**src/design/mem_stage_pkg.sv**
```systemverilog
// Memory stage shared types

package mem_stage_pkg;

	////////////////////////////////////////////////////////////
	// data and address types
	////////////////////////////////////////////////////////////

	typedef logic [31:0] word_t;
	typedef logic [31:0] addr_t;

	// bit i enables byte lane i of a word
	typedef logic [3:0] byte_mask_t;

	typedef logic [2:0] funct3_t;

	////////////////////////////////////////////////////////////
	// access size codes
	////////////////////////////////////////////////////////////

	localparam funct3_t F3_LB  = 3'd0;
	localparam funct3_t F3_LH  = 3'd1;
	localparam funct3_t F3_LW  = 3'd2;
	localparam funct3_t F3_LBU = 3'd4;
	localparam funct3_t F3_LHU = 3'd5;

	localparam funct3_t F3_SB = 3'd0;
	localparam funct3_t F3_SH = 3'd1;
	localparam funct3_t F3_SW = 3'd2;

	// states of the load/store controller
	typedef enum logic [1:0] {
		IDLE,
		ISSUE,
		WAIT_RD,
		RESPOND
	} ctrl_state_t;

endpackage

```
**src/design/lsu_align.sv**
```systemverilog
// Load/store lane aligner

`timescale 1ns/1ps

module lsu_align import mem_stage_pkg::*; (
	input  logic       store,
	input  funct3_t    funct3,
	input  addr_t      addr,
	input  word_t      wdata,
	input  word_t      rd_data,
	output word_t      wword,
	output byte_mask_t wmask,
	output addr_t      word_addr,
	output logic       misaligned,
	output word_t      ld_result
);

	logic [1:0] lane;
	logic [4:0] lane_shift;
	logic       illegal;
	logic       bad_align;
	word_t      wtrunc;
	byte_mask_t base_mask;
	word_t      ld_shifted;

	assign lane       = addr[1:0];
	assign lane_shift = {lane, 3'b000};

	// word index into the RAM, the low address bits pick the lane
	assign word_addr = {2'b00, addr[31:2]};

	////////////////////////////////////////////////////////////
	// size and alignment checks
	////////////////////////////////////////////////////////////

	// size code 3 is never legal, stores also reject the unsigned codes
	assign illegal = (funct3[1:0] == 2'b11) || (funct3[2] && (store || funct3[1]));

	always_comb begin
		case (funct3[1:0])
			2'b01:   bad_align = lane[0];
			2'b10:   bad_align = (lane != 2'b00);
			default: bad_align = 1'b0;
		endcase
	end

	assign misaligned = illegal || bad_align;

	////////////////////////////////////////////////////////////
	// store path
	////////////////////////////////////////////////////////////

	always_comb begin
		case (funct3[1:0])
			2'b00: begin
				wtrunc    = {24'h0, wdata[7:0]};
				base_mask = 4'b0001;
			end
			2'b01: begin
				wtrunc    = {16'h0, wdata[15:0]};
				base_mask = 4'b0011;
			end
			2'b10: begin
				wtrunc    = wdata;
				base_mask = 4'b1111;
			end
			default: begin
				wtrunc    = '0;
				base_mask = 4'b0000;
			end
		endcase
	end

	assign wword = wtrunc << lane_shift;

	// a rejected access writes no lane at all
	assign wmask = (store && !misaligned) ? byte_mask_t'(base_mask << lane) : 4'b0000;

	////////////////////////////////////////////////////////////
	// load path
	////////////////////////////////////////////////////////////

	assign ld_shifted = rd_data >> lane_shift;

	always_comb begin
		case (funct3)
			F3_LB:   ld_result = {{24{ld_shifted[7]}}, ld_shifted[7:0]};
			F3_LH:   ld_result = {{16{ld_shifted[15]}}, ld_shifted[15:0]};
			F3_LW:   ld_result = ld_shifted;
			F3_LBU:  ld_result = {24'h0, ld_shifted[7:0]};
			F3_LHU:  ld_result = {16'h0, ld_shifted[15:0]};
			default: ld_result = '0;
		endcase
	end

endmodule

```
**config.mk**
```make
export PLATFORM = sky130hd
export DESIGN_NAME = lsu_align
export DESIGN_NICKNAME = d
export VERILOG_FILES = /design/src/design/mem_stage_pkg.sv /design/src/design/lsu_align.sv
export SDC_FILE = /design/constraint.sdc
export NUM_CORES = 1
export LEC_CHECK = 0
export ABC_CLOCK_PERIOD_IN_PS = 3500
export BUFFER_PORTS_ARGS = -buffer_cell sky130_fd_sc_hd__buf_4
export CAP_MARGIN = 20
export CORE_MARGIN = 3
export CORE_UTILIZATION = 37
export DETAILED_ROUTE_END_ITERATION = 8
export GPL_TIMING_DRIVEN = 0
export PLACE_DENSITY = 0.93
export SYNTH_ARGS = -nofsm -noshare
export SYNTH_HDL_FRONTEND = slang
export SYNTH_SLANG_ARGS = --single-unit
```
**constraint.sdc**
```tcl
create_clock -name vclk -period 3.5
set_clock_uncertainty 0.05 [all_clocks]
set_input_delay 0.875 -clock vclk [all_inputs]
set_output_delay 0.875 -clock vclk [all_outputs]
set_load 0.02 [all_outputs]
```
==> impl_metrics.toml <==
[cells_and_area]
final_cell_mix = "204 x buf_4, 21 x nor2_1, 21 x nand2_1, 18 x o211ai_1, 17 x mux2_2"
drive_above_1_share_pct = 57.0
nClkBuffers = 0
multiInputGateArea_sq_mm = 0.00150
regArea_sq_um = 0
fill_cells = 420
nNetsFinal = 541
seq_cells = 0
final_cell_area_sq_mm = 0.00326
syn_to_final_growth_pct = 71.5
final_common_cell = "buf_4"
antenna-diode-count = 0
finalNonFillerCells = 502

[global_route]
grt_pass1_vias = 2672
grt_max_degree = 11
grt_pass1_wl_mm = 13.0
antenna_found_initial = 0
grt_usage_pct = 25.7
overflow = 0

[cts]
hold_buffers = 0
post-cts-setup-buffer-count = 0

[critical_path]
worstPathMaxFanout = 10
cp-end-kind = "output port"
required_ps = 2570
worstSetupPathType = "input pin to output port"
crit_path_start_kind = "input pin"
crit_arrival_ps = 2520

[detailed_routing]
viasPerCell = 5.75
drt_iter0_drc = 188
ant_nets = 0
top_layer_used = "met4"
route.met3.wl_um = 985
drt_wl_total_mm = 8.81
m1WireLength_mm = 3.12
avgRoutedWirePerCell_um = 17.6
vias = 2885
dr_wl_met2_mm = 4.52
drcViolationCount = 0
drtPass1Iterations = 5

[power_and_ir_drop]
p_comb_share_pct = 100.0
power_frac_seq_pct = 0
p_sw_uw = 267
p_leak_nw = 1.61
power.density_mw_per_mm2 = 155
switching_share_pct = 52.7
p_int_uw = 239
clkPwrFrac_pct = 0
peakVddDrop_mv = 0.0831

[timing]
hold_viol = 0
worstMarginPinSlew_ps = 622
rsz0062_at_grt = "no"
timing.slew.headroom_pct = 58.5
max_freq_mhz = 290
finalSetupViolCount = 0
slew_violations = 0
finalCriticalPeriod_ps = 3450
finalCritPeriodShare_pct = 98.5

[synth]
netlist_area_sq_mm = 0.00190
yosysSeqAreaShare_pct = 0
avgSynthCellArea_sq_um = 7.04
synth_cell_types = 39
yosysWarnings = 0
synth_cells = 270

[placement]
io_buffers = 167
gp_congestion = 0.874
place_area_sq_mm = 0.00324
dp.cells = 505
dp_hpwl_mm = 7.13

[worst_hold_path]
min_from = "addr[23]"
min_path_cells = 2
hold_end = "word_addr[21]"
hold_path_class = "input pin to output port"

[die]
dieArea_sq_mm = 0.00603
fp.dieH_um = 77.7
initial_core_util_pct = 39.2
fp.dieW_um = 77.7
ios = 201
coreArea_sq_mm = 0.00485
rows = 25

[status]
outcome = "finished clean"

[job]
drv_cap = 0
cell usage after synthesis (2+ instances only):
master / instances / area share, %
mux2_2: 17 / 10
and3_1: 3 / 0.99
and2_1: 9 / 3.0
o2bb2ai_1: 8 / 3.7
nor3b_2: 2 / 1.3
a221o_1: 8 / 4.2
buf_4: 37 / 15
and3b_1: 2 / 0.92
buf_6: 5 / 3.0
nand2_1: 21 / 4.1
nand3_1: 16 / 4.2
o211ai_1: 18 / 7.1
or3_1: 2 / 0.66
nor2b_1: 3 / 0.99
a211oi_1: 8 / 3.2
a22oi_1: 7 / 2.8
buf_2: 10 / 2.6
o21ai_0: 10 / 2.6
inv_1: 3 / 0.59
a2111oi_0: 2 / 0.92
nor2_1: 21 / 4.1
mux2i_1: 15 / 7.9
ha_1: 4 / 2.6
nor3_1: 2 / 0.53
a21oi_1: 9 / 2.4
a32oi_1: 8 / 3.7
clkbuf_1: 8 / 1.6
worst max-delay path, stage by stage:
cell and delay (ps):
buf_4 100, inv_1 60, ha_2 180, buf_6 130
or2_1 210, buf_6 140, and3_4 170, buf_6 130
a221o_1 350, buf_4 160
cell type report:
class,instances,share of cell area (%)
inverters,4,0.461
well taps,67,2.57
multi-input cells,207,46.0
plain buffers,57,12.4
repair buffers,167,38.6
what timing repair did:
item,in CTS,in global routing
pin swaps,0,3
gates resized for setup,1,11
setup endpoints to repair,3,26
kinds of logic after synthesis:
kind of cell    synth area share, %
simple gates                   24.6
compound gates                 32.1
buf+inv                        22.6
mux                            18.0
fa+ha+maj                      2.63
other cells                   0.197
power by group through the flow:
stage / Clock [mW] / Sequential [mW] / Combinational (mW)
global placement: 0 / 0 / 0.488
CTS: 0 / 0 / 0.499
floorplan: 0 / 0 / 0.279
global route: 0 / 0 / 0.534
finish: 0 / 0 / 0.506
detailed placement: 0 / 0 / 0.497
stage by stage:
stage | hold slack [ps] | worst slack, ps | power (mW) | setup TNS, ps | util [%]
after floorplan | 1810 | 12.3 | 0.279 | 0 | -
after global placement | 1900 | -52.5 | 0.488 | -66.3 | 66.9
after detailed placement | 1900 | -41.8 | 0.497 | -90.0 | 66.9
after CTS | 1900 | 2.37 | 0.499 | 0 | 67.0
after global routing | 1900 | 3.38 | 0.534 | 0 | 67.2
final | 1900 | 53.1 | 0.506 | 0 | 67.2
metal layers:
layer / vias up / track usage (%)
met2: 230 / 49.5
met3: 29 / 3.83
met4: 0 / 5.16
li1: 1306 / -
met1: 1320 / 29.4
met5: - / 0
how the worst max path moves through the flow:
stage | start | end | depth (start not counted)
after global routing | funct3[1] | wword[23] | 8
after global placement | funct3[0] | ld_result[7] | 7
after CTS | funct3[0] | wword[23] | 10
after detailed placement | funct3[0] | ld_result[7] | 7
final | funct3[0] | wword[24] | 10
after floorplan | addr[0] | wmask[3] | 6
(Power assumes the default switching activity.)
