[src/design/mem_stage_pkg.sv]
// Memory stage shared types

package mem_stage_pkg;

	////////////////////////////////////////////////////////////
	// data and address types
	////////////////////////////////////////////////////////////

	typedef logic [31:0] word_t;
	typedef logic [31:0] addr_t;

	// bit i enables byte lane i of a word
	typedef logic [3:0] byte_mask_t;

	typedef logic [2:0] funct3_t;

	////////////////////////////////////////////////////////////
	// access size codes
	////////////////////////////////////////////////////////////

	localparam funct3_t F3_LB  = 3'd0;
	localparam funct3_t F3_LH  = 3'd1;
	localparam funct3_t F3_LW  = 3'd2;
	localparam funct3_t F3_LBU = 3'd4;
	localparam funct3_t F3_LHU = 3'd5;

	localparam funct3_t F3_SB = 3'd0;
	localparam funct3_t F3_SH = 3'd1;
	localparam funct3_t F3_SW = 3'd2;

	// states of the load/store controller
	typedef enum logic [1:0] {
		IDLE,
		ISSUE,
		WAIT_RD,
		RESPOND
	} ctrl_state_t;

endpackage

[src/design/mem_bus_if.sv]
// Data RAM bus

`timescale 1ns/1ps

interface mem_bus_if import mem_stage_pkg::*; #(
	parameter int RAM_AW = 8
) ();

	logic              req_valid;
	logic              req_ready;
	logic              req_we;
	logic [RAM_AW-1:0] req_addr;
	word_t             req_wdata;
	byte_mask_t        req_wmask;

	// read data comes back one edge after the request is taken
	logic  rd_valid;
	word_t rd_data;

	modport master (
		output req_valid, req_we, req_addr, req_wdata, req_wmask,
		input  req_ready, rd_valid, rd_data
	);

	modport slave (
		input  req_valid, req_we, req_addr, req_wdata, req_wmask,
		output req_ready, rd_valid, rd_data
	);

endinterface

[src/design/lsu_ctrl.sv]
// Load/store controller

`timescale 1ns/1ps

module lsu_ctrl import mem_stage_pkg::*; (
	input  logic       clk,
	input  logic       rst_n,

	input  logic       op_valid,
	output logic       op_ready,
	input  logic       op_store,
	input  funct3_t    op_funct3,
	input  addr_t      op_addr,
	input  word_t      op_wdata,

	output logic       rsp_valid,
	input  logic       rsp_ready,
	output word_t      rsp_data,
	output logic       rsp_err,

	mem_bus_if.master  bus,

	output logic       al_store,
	output funct3_t    al_funct3,
	output addr_t      al_addr,
	output word_t      al_wdata,
	output word_t      al_rd_data,
	input  word_t      al_wword,
	input  byte_mask_t al_wmask,
	input  addr_t      al_word_addr,
	input  logic       al_misaligned,
	input  word_t      al_ld_result
);

	ctrl_state_t state;

	logic    store_q;
	funct3_t funct3_q;
	addr_t   addr_q;
	word_t   wdata_q;
	word_t   rsp_data_q;
	logic    rsp_err_q;

	logic    accept;

	assign accept = op_valid && op_ready;

	// the aligner always works on the operation held here
	assign al_store   = store_q;
	assign al_funct3  = funct3_q;
	assign al_addr    = addr_q;
	assign al_wdata   = wdata_q;
	assign al_rd_data = bus.rd_data;

	assign op_ready  = (state == IDLE);
	assign rsp_valid = (state == RESPOND);
	assign rsp_data  = rsp_data_q;
	assign rsp_err   = rsp_err_q;

	////////////////////////////////////////////////////////////
	// memory bus request
	////////////////////////////////////////////////////////////

	assign bus.req_valid = (state == ISSUE) && !al_misaligned;
	assign bus.req_we    = store_q;
	assign bus.req_addr  = al_word_addr[$bits(bus.req_addr)-1:0];
	assign bus.req_wdata = al_wword;
	assign bus.req_wmask = al_wmask;

	always_ff @(posedge clk or negedge rst_n) begin
		if (!rst_n) begin
			state <= IDLE;
		end else begin
			case (state)
				IDLE: begin
					if (accept)
						state <= ISSUE;
				end
				ISSUE: begin
					if (al_misaligned)
						state <= RESPOND;
					else if (bus.req_ready)
						state <= store_q ? RESPOND : WAIT_RD;
				end
				WAIT_RD: begin
					if (bus.rd_valid)
						state <= RESPOND;
				end
				RESPOND: begin
					if (rsp_ready)
						state <= IDLE;
				end
				default: state <= IDLE;
			endcase
		end
	end

	// operation and response payload
	always_ff @(posedge clk) begin
		if (accept) begin
			store_q  <= op_store;
			funct3_q <= op_funct3;
			addr_q   <= op_addr;
			wdata_q  <= op_wdata;
		end
		if (state == ISSUE && (al_misaligned || (bus.req_ready && store_q))) begin
			rsp_data_q <= '0;
			rsp_err_q  <= al_misaligned;
		end
		if (state == WAIT_RD && bus.rd_valid) begin
			rsp_data_q <= al_ld_result;
			rsp_err_q  <= 1'b0;
		end
	end

endmodule

[src/flat_wrapper.sv]
// flat-port wrapper written by rule: the top's interface ports become plain ports
module lsu_ctrl_flat import mem_stage_pkg::*;
  (clk, rst_n, op_valid, op_ready, op_store, op_funct3, op_addr, op_wdata, rsp_valid, rsp_ready, rsp_data, rsp_err, al_store, al_funct3, al_addr, al_wdata, al_rd_data, al_wword, al_wmask, al_word_addr, al_misaligned, al_ld_result, bus_req_valid, bus_req_we, bus_req_addr, bus_req_wdata, bus_req_wmask, bus_req_ready, bus_rd_valid, bus_rd_data);
  mem_bus_if bus_i ();
  input  logic clk;
  input  logic rst_n;
  input  logic op_valid;
  output logic op_ready;
  input  logic op_store;
  input  funct3_t op_funct3;
  input  addr_t op_addr;
  input  word_t op_wdata;
  output logic rsp_valid;
  input  logic rsp_ready;
  output word_t rsp_data;
  output logic rsp_err;
  output logic al_store;
  output funct3_t al_funct3;
  output addr_t al_addr;
  output word_t al_wdata;
  output word_t al_rd_data;
  input  word_t al_wword;
  input  byte_mask_t al_wmask;
  input  addr_t al_word_addr;
  input  logic al_misaligned;
  input  word_t al_ld_result;
  output wire logic [$bits(bus_i.req_valid)-1:0] bus_req_valid;
  output wire logic [$bits(bus_i.req_we)-1:0] bus_req_we;
  output wire logic [$bits(bus_i.req_addr)-1:0] bus_req_addr;
  output wire logic [$bits(bus_i.req_wdata)-1:0] bus_req_wdata;
  output wire logic [$bits(bus_i.req_wmask)-1:0] bus_req_wmask;
  input wire logic [$bits(bus_i.req_ready)-1:0] bus_req_ready;
  input wire logic [$bits(bus_i.rd_valid)-1:0] bus_rd_valid;
  input wire logic [$bits(bus_i.rd_data)-1:0] bus_rd_data;
  assign bus_req_valid = bus_i.req_valid;
  assign bus_req_we = bus_i.req_we;
  assign bus_req_addr = bus_i.req_addr;
  assign bus_req_wdata = bus_i.req_wdata;
  assign bus_req_wmask = bus_i.req_wmask;
  assign bus_i.req_ready = bus_req_ready;
  assign bus_i.rd_valid = bus_rd_valid;
  assign bus_i.rd_data = bus_rd_data;
  lsu_ctrl u_core (.clk(clk), .rst_n(rst_n), .op_valid(op_valid), .op_ready(op_ready), .op_store(op_store), .op_funct3(op_funct3), .op_addr(op_addr), .op_wdata(op_wdata), .rsp_valid(rsp_valid), .rsp_ready(rsp_ready), .rsp_data(rsp_data), .rsp_err(rsp_err), .bus(bus_i), .al_store(al_store), .al_funct3(al_funct3), .al_addr(al_addr), .al_wdata(al_wdata), .al_rd_data(al_rd_data), .al_wword(al_wword), .al_wmask(al_wmask), .al_word_addr(al_word_addr), .al_misaligned(al_misaligned), .al_ld_result(al_ld_result));
endmodule
[config.mk]
export PLATFORM = sky130hd
export DESIGN_NAME = lsu_ctrl_flat
export DESIGN_NICKNAME = d
export VERILOG_FILES = /design/src/design/mem_stage_pkg.sv /design/src/design/mem_bus_if.sv /design/src/design/lsu_ctrl.sv /design/src/flat_wrapper.sv
export SDC_FILE = /design/constraint.sdc
export NUM_CORES = 1
export LEC_CHECK = 0
export BUFFER_PORTS_ARGS = -buffer_cell sky130_fd_sc_hd__clkbuf_2
export CORE_AREA = 3 3 149 151
export DETAILED_ROUTE_END_ITERATION = 10
export DIE_AREA = 0 0 152 154
export PLACE_DENSITY = 0.5
export SYNTH_ARGS = -nofsm -noshare
export SYNTH_HDL_FRONTEND = slang
export SYNTH_SLANG_ARGS = --single-unit
[constraint.sdc]
create_clock -name clk -period 8.65 [get_ports clk]
set_clock_uncertainty 0.2 [all_clocks]
set_input_delay 1.73 -clock clk [delete_from_list [all_inputs] [get_ports clk]]
set_output_delay 1.73 -clock clk [all_outputs]
set_load 0.01 [all_outputs]
==> out/results.tsv, run 1 <==
metric	value	unit
status	complete, no violations	
Clock Tree Root	clkbuf_16	
vias in the first global route	2605	
hold_sp	u_core.rsp_err	
worst reg2reg setup slack	6.50	ns
share of layout cells above drive strength 1	59.7	%
R2R Path End	u_core.rsp_data[27]	
Startpoint Class	input port	
GRT Overall Usage	11.4	%
max-cap violation count	0	
pwr dens	276	mW/mm^2
achievable clock frequency	245	MHz
Tightest Pin Transition	0.827	ns
final setup violating endpoints	0	
CTS tree	done	
P_leak	2.33	nW
R2R Path Start	u_core.state[0]	
Mapped Cells	243	
Hold Vio Cnt, Final	0	
H-tree Lvls	3	
hpwl dp	11600	um
Sink Count	103	
Post-Synth Adder-Cell Area	1.53	%
Post-CTS Repair Setup Buffers	0	
die height	154	um
# placed instances	649	
Yosys reg bits	103	
Setup TNS	0	ns
Hold Crit Endpoint	u_core.rsp_err	
Synth Area in XOR/XNOR	0	%
CP delay by family, top	buffers and inverters	
WP buf/inv	2	
CP Class	input port to output port	
CTS Buffer Depth	2	
slowest stage cell, crit path	nor2b_4	
largest net degree at the start of global routing	69	
Vias	2425	
wire length per cell	20.4	um
# diodes	0	
initial drt markers	81	
DRT antenna net count	0	
yosys warns	0	
min cycle time layout	4.09	ns
Initial Util	19.5	%
R2R cell count	5	
area share of and/or/nand/nor cells after synthesis	6.37	%
Syn Area/Cell	16.8	um^2
fin. max-slew vios	0	
initial antenna violation count	1	
CP cell instances	clkbuf_2, nor2b_4, clkbuf_2	
row count	53	
slowest stage delay, CP	0.15	ns
period utilization	47.2	%
non-filler instance count after layout	665	
Boundary Pins	388	
most frequent cells in the layout	clkbuf_2 (211), edfxtp_1 (100), and3_1 (32)	
global route total overflow	0	
syn nets	455	
mapped cell area	0.00409	mm^2
RD Place Congestion	0.830	
DRC errors left	0	
CP Max Fanout	4	
clock latency on the worst-skew pair	0.34	ns
critical path capture point type	output port	
post-cts sizing count	0	
main combinational cell family by area after synthesis	buffers and inverters	
Die W	152	um
core area	0.0210	mm^2
Worst VDD drop	0.0759	mV
via/cell ratio	3.65	
Die ar.	0.0234	mm^2
CP arrival	2.16	ns
Worst Hold Class	register to register	
area delta synth->final	27.2	%
RSZ-0062 raised after global routing	false	
hold depth	2	
drt pass-1 iters	4	
clk slew on worst S/H paths	0.07	ns
Routed WL	13600	um
Layout Nets	597	
first-pass GRT wire length	19300	um
Max-slew headroom	44.9	%
mux contribution to synthesized area	0	%
sequential fraction of the synthesis area	75.2	%
hold buffers post-CTS	0	
Cell variety after synth	23	
leading cell type in the layout, fill and taps excluded	clkbuf_2	
required time worst endpoint	6.72	ns
most frequent CP cell	clkbuf_2	
compound-gate portion of the synthesized area	1.87	%
Inserted Clock Buffers	9	
PortBufs	211	
==> sequential cells by signal, indices dropped and copies added (netlist names) <==
| register | flops |
|---|---|
| u_core.state | 2 |
| u_core.al_addr | 32 |
| u_core.rsp_data | 32 |
| u_core.al_funct3 | 3 |
| u_core.al_store | 1 |
| u_core.rsp_err | 1 |
| u_core.al_wdata | 32 |
==> power by group <==
group | switching [mW] | leakage [nW] | internal, mW
Clock | 0.184 | 0.145 | 0.202
Combinational | 0.213 | 1.20 | 0.121
Sequential | 0.0309 | 0.985 | 0.685
Total | 0.428 | 2.33 | 1.01
==> worst max path at each step <==
stage,start,to,slack (ns),cells after the start
6_report,al_misaligned,bus_req_valid,4.56,3
4_1_cts,al_misaligned,bus_req_valid,4.56,3
3_5_place_dp,al_misaligned,bus_req_valid,4.55,3
3_3_place_gp,al_misaligned,bus_req_valid,4.58,3
2_1_floorplan,op_valid,u_core.al_addr[0],4.70,1
5_1_grt,al_misaligned,bus_req_valid,4.53,3
==> layer usage <==
layer / vias to the layer above / GRT usage [%] / routed length (um)
met3: 42 / 7.04 / 1910
met1: 1084 / 9.57 / 4040
met5: - / 0 / 20
met4: 2 / 4.75 / 354
li1: 1086 / - / -
met2: 211 / 21.2 / 7250
==> area by class of cell <==
| cell class | count | area, um^2 |
|---|---|---|
| well taps | 275 | 344 |
| flip-flops and latches | 103 | 3070 |
| repair buffers | 214 | 1080 |
| inverters | 3 | 11.3 |
| multi-input cells | 54 | 400 |
| fillers | 2222 | 15800 |
| clock inverters | 7 | 63.8 |
| clock buffers | 9 | 225 |
==> cell usage after synthesis <==
master | number | area, um^2
edfxtp_1 | 100 | 3000
buf_4 | 77 | 578
and3_1 | 32 | 200
clkbuf_1 | 5 | 18.8
ha_1 | 5 | 62.6
inv_1 | 3 | 11.3
a21oi_1 | 2 | 10.0
and2b_1 | 2 | 15.0
dfrtp_1 | 2 | 50.1
o21ai_0 | 2 | 10.0
a2111oi_4 | 1 | 27.5
a21o_1 | 1 | 7.51
a22o_1 | 1 | 8.76
a22oi_1 | 1 | 7.51
and2_1 | 1 | 6.26
and4b_1 | 1 | 10.0
buf_2 | 1 | 5.00
dfxtp_1 | 1 | 20.0
nand2_1 | 1 | 3.75
nand3_1 | 1 | 5.00
nor2b_1 | 1 | 6.26
nor2b_4 | 1 | 13.8
o21ai_1 | 1 | 5.00
==> tightest hold or removal path: cells and delay by family (launching register included) <==
family / cells / cell delay (ns)
flops: 1 / 0.34
compound gates: 2 / 0.18
==> through the flow <==
step / power (mW) / hold WS [ns] / area (um^2) / utilization [%] / setup slack [ns]
floorplan: 0.937 / 0.360 / 4090 / - / 4.70
CTS: 1.48 / 0.358 / 5200 / 24.8 / 4.56
global route: 1.53 / 0.394 / 5200 / 24.8 / 4.53
finish: 1.44 / 0.357 / 5200 / 24.8 / 4.56
detailed placement: 1.08 / 0.331 / 4910 / 23.4 / 4.55
global placement: 1.07 / 0.322 / 4910 / 23.4 / 4.58
==> cells by family (layout without fill, tap and decap cells) <==
logic type,Yosys count,in the layout
DFF,103,103
buffers and inverters,86,233
and+or+nand+nor,40,40
AOI/OAI and AO/OA,9,9
adders and majority gates,5,5
Power figures use the tool's default switching activity.
==> inputs of run 2 (changes only) <==
- CORE_AREA: 3 3 149 151 -> 3 3 150 152
- DIE_AREA: 0 0 152 154 -> 0 0 153 155
- PLACE_DENSITY: 0.5 -> 0.49
- clock period: 8.65 -> 4 ns (I/O delays scaled with it)
==> run 2 against run 1 <==
Global-route usage fell by 0.84 points. Sequential power increased by 120%. Clock-buffer cell count unchanged. Cell count shrank 0.15%. Critical endpoint unchanged. Largest cell class unchanged. Largest power group unchanged.
==> out/results.tsv, run 2 (synthesized netlist as in run 1, its figures left out) <==
metric	value	unit	change
status	complete, no violations		unchanged
Layout Nets	597		unchanged
Hold WS	0.0308	ns	was 0.357 ns
period utilization	62.5	%	
achievable clock frequency	400	MHz	
H-tree Lvls	3		unchanged
CTS Buffer Depth	2		unchanged
initial antenna violation count	0		was 1
via/cell ratio	3.70		was 3.65
Die W	153	um	was 152 um
Die ar.	0.0237	mm^2	was 0.0234 mm^2
DRT antenna net count	0		unchanged
CP cell instances	inv_1, ha_1, nor2b_4, clkbuf_2		was clkbuf_2, nor2b_4, clkbuf_2
global route total overflow	0		unchanged
CP delay by family, top	flip-flops		was buffers and inverters
Initial Util	19.3	%	was 19.5%
Startpoint Class	register		was input port
RSZ-0062 raised after global routing	false		unchanged
hpwl dp	10800	um	was 11600 um
share of layout cells above drive strength 1	59.6	%	was 59.7%
PortBufs	211		unchanged
R2R cell count	5		unchanged
CTS tree	done		unchanged
Boundary Pins	388		unchanged
WP buf/inv	2		unchanged
pwr dens	597	mW/mm^2	was 276 mW/mm^2
vias in the first global route	2604		was 2605
Sink Count	103		unchanged
CP arrival	1.50	ns	was 2.16 ns
# placed instances	649		unchanged
slowest stage cell, crit path	dfrtp_1		was nor2b_4
# diodes	0		unchanged
CP Class	register to output port		was input port to output port
first-pass GRT wire length	18200	um	was 19300 um
Clock Tree Root	clkbuf_16		unchanged
R2R Path End	u_core.rsp_data[11]		was u_core.rsp_data[27]
fin. max-slew vios	0		unchanged
CP Max Fanout	5		was 4
Hold Vio Cnt, Final	0		unchanged
RD Place Congestion	0.840		was 0.830
area delta synth->final	27.0	%	was 27.2%
most frequent cells in the layout	clkbuf_2 (211), edfxtp_1 (100), and3_1 (32)		unchanged
slowest stage delay, CP	0.42	ns	was 0.15 ns
post-cts sizing count	0		unchanged
Setup TNS	0	ns	unchanged
Worst VDD drop	0.174	mV	was 0.0759 mV
wire length per cell	19.7	um	was 20.4 um
R2R Path Start	u_core.state[0]		unchanged
hold buffers post-CTS	0		unchanged
worst reg2reg setup slack	1.59	ns	was 6.50 ns
largest net degree at the start of global routing	69		unchanged
Vias	2455		was 2425
non-filler instance count after layout	664		was 665
Tightest Pin Transition	0.851	ns	was 0.827 ns
Routed WL	13100	um	was 13600 um
FILL cells	2224		was 2222
clk slew on worst S/H paths	0.07	ns	about the same
core area	0.0212	mm^2	was 0.0210 mm^2
Inserted Clock Buffers	9		unchanged
initial drt markers	69		was 81
GRT Overall Usage	10.5	%	was 11.4%
row count	53		unchanged
DRC errors left	0		unchanged
drt pass-1 iters	4		unchanged
max-cap violation count	0		unchanged
min cycle time layout	2.50	ns	
critical path capture point type	output port		unchanged
Worst Hold Class	input port to async pin		was register to register
leading cell type in the layout, fill and taps excluded	clkbuf_2		unchanged
Max-slew headroom	43.3	%	was 44.9%
die height	155	um	was 154 um
required time worst endpoint	3.00	ns	was 6.72 ns
final setup violating endpoints	0		unchanged
P_leak	2.32	nW	was 2.33 nW
clock latency on the worst-skew pair	0.34	ns	about the same
Post-CTS Repair Setup Buffers	0		unchanged
[run 2: worst max-delay path by stage]
stage / from / to / slack, ns / cells after the start
floorplan: op_valid / u_core.al_addr[0] / 0.98 / 1
global placement: bus_rd_valid / u_core.rsp_data[14] / 1.49 / 3
detailed placement: bus_rd_valid / u_core.rsp_data[12] / 1.46 / 3
CTS: u_core.state[1] / bus_req_valid / 1.49 / 4
global route: u_core.state[0] / u_core.rsp_data[5] / 1.37 / 5
finish: u_core.state[1] / bus_req_valid / 1.50 / 4
[run 2: metal layers]
| metal | GRT usage (%) | routed length (um) | up-vias | share of wire (%) |
|---|---|---|---|---|
| met1 | 9.19 | 3850 | 1113 | 29 |
| met3 | 6.26 | 1860 | 41 | 14 |
| met2 | 19.1 | 6870 | 217 | 53 |
| li1 | - | - | 1084 | - |
| met4 | 5.09 | 481 | 0 | 3.7 |
| met5 | 0 | 0 | - | 0 |
[run 2: area by class of cell]
type	count	area [um^2]	area share (%)
Clock buffer	9	225	4.34
Clock inverter	6	55.1	1.06
Inverter	3	11.3	0.217
Multi-Input combinational cell	54	400	7.72
Sequential cell	103	3070	59.2
Tap cell	275	344	6.63
Timing Repair Buffer	214	1080	20.8
[run 2: stage by stage]
| stage | power (mW) | cell area [um^2] | worst slack [ns] | utilization, % |
|---|---|---|---|---|
| 6_report | 3.10 | 5190 | 1.50 | 24.5 |
| 5_1_grt | 3.28 | 5190 | 1.37 | 24.5 |
| 4_1_cts | 3.17 | 5190 | 1.49 | 24.5 |
| 3_5_place_dp | 2.33 | 4910 | 1.46 | 23.2 |
| 3_3_place_gp | 2.31 | 4910 | 1.49 | 23.2 |
| 2_1_floorplan | 2.03 | 4090 | 0.975 | - |
[run 2: report_power, final]
group	leakage (nW)	switching, mW	internal [mW]
Sequential	0.985	0.0691	1.48
Combinational	1.20	0.460	0.264
Clock	0.132	0.395	0.429
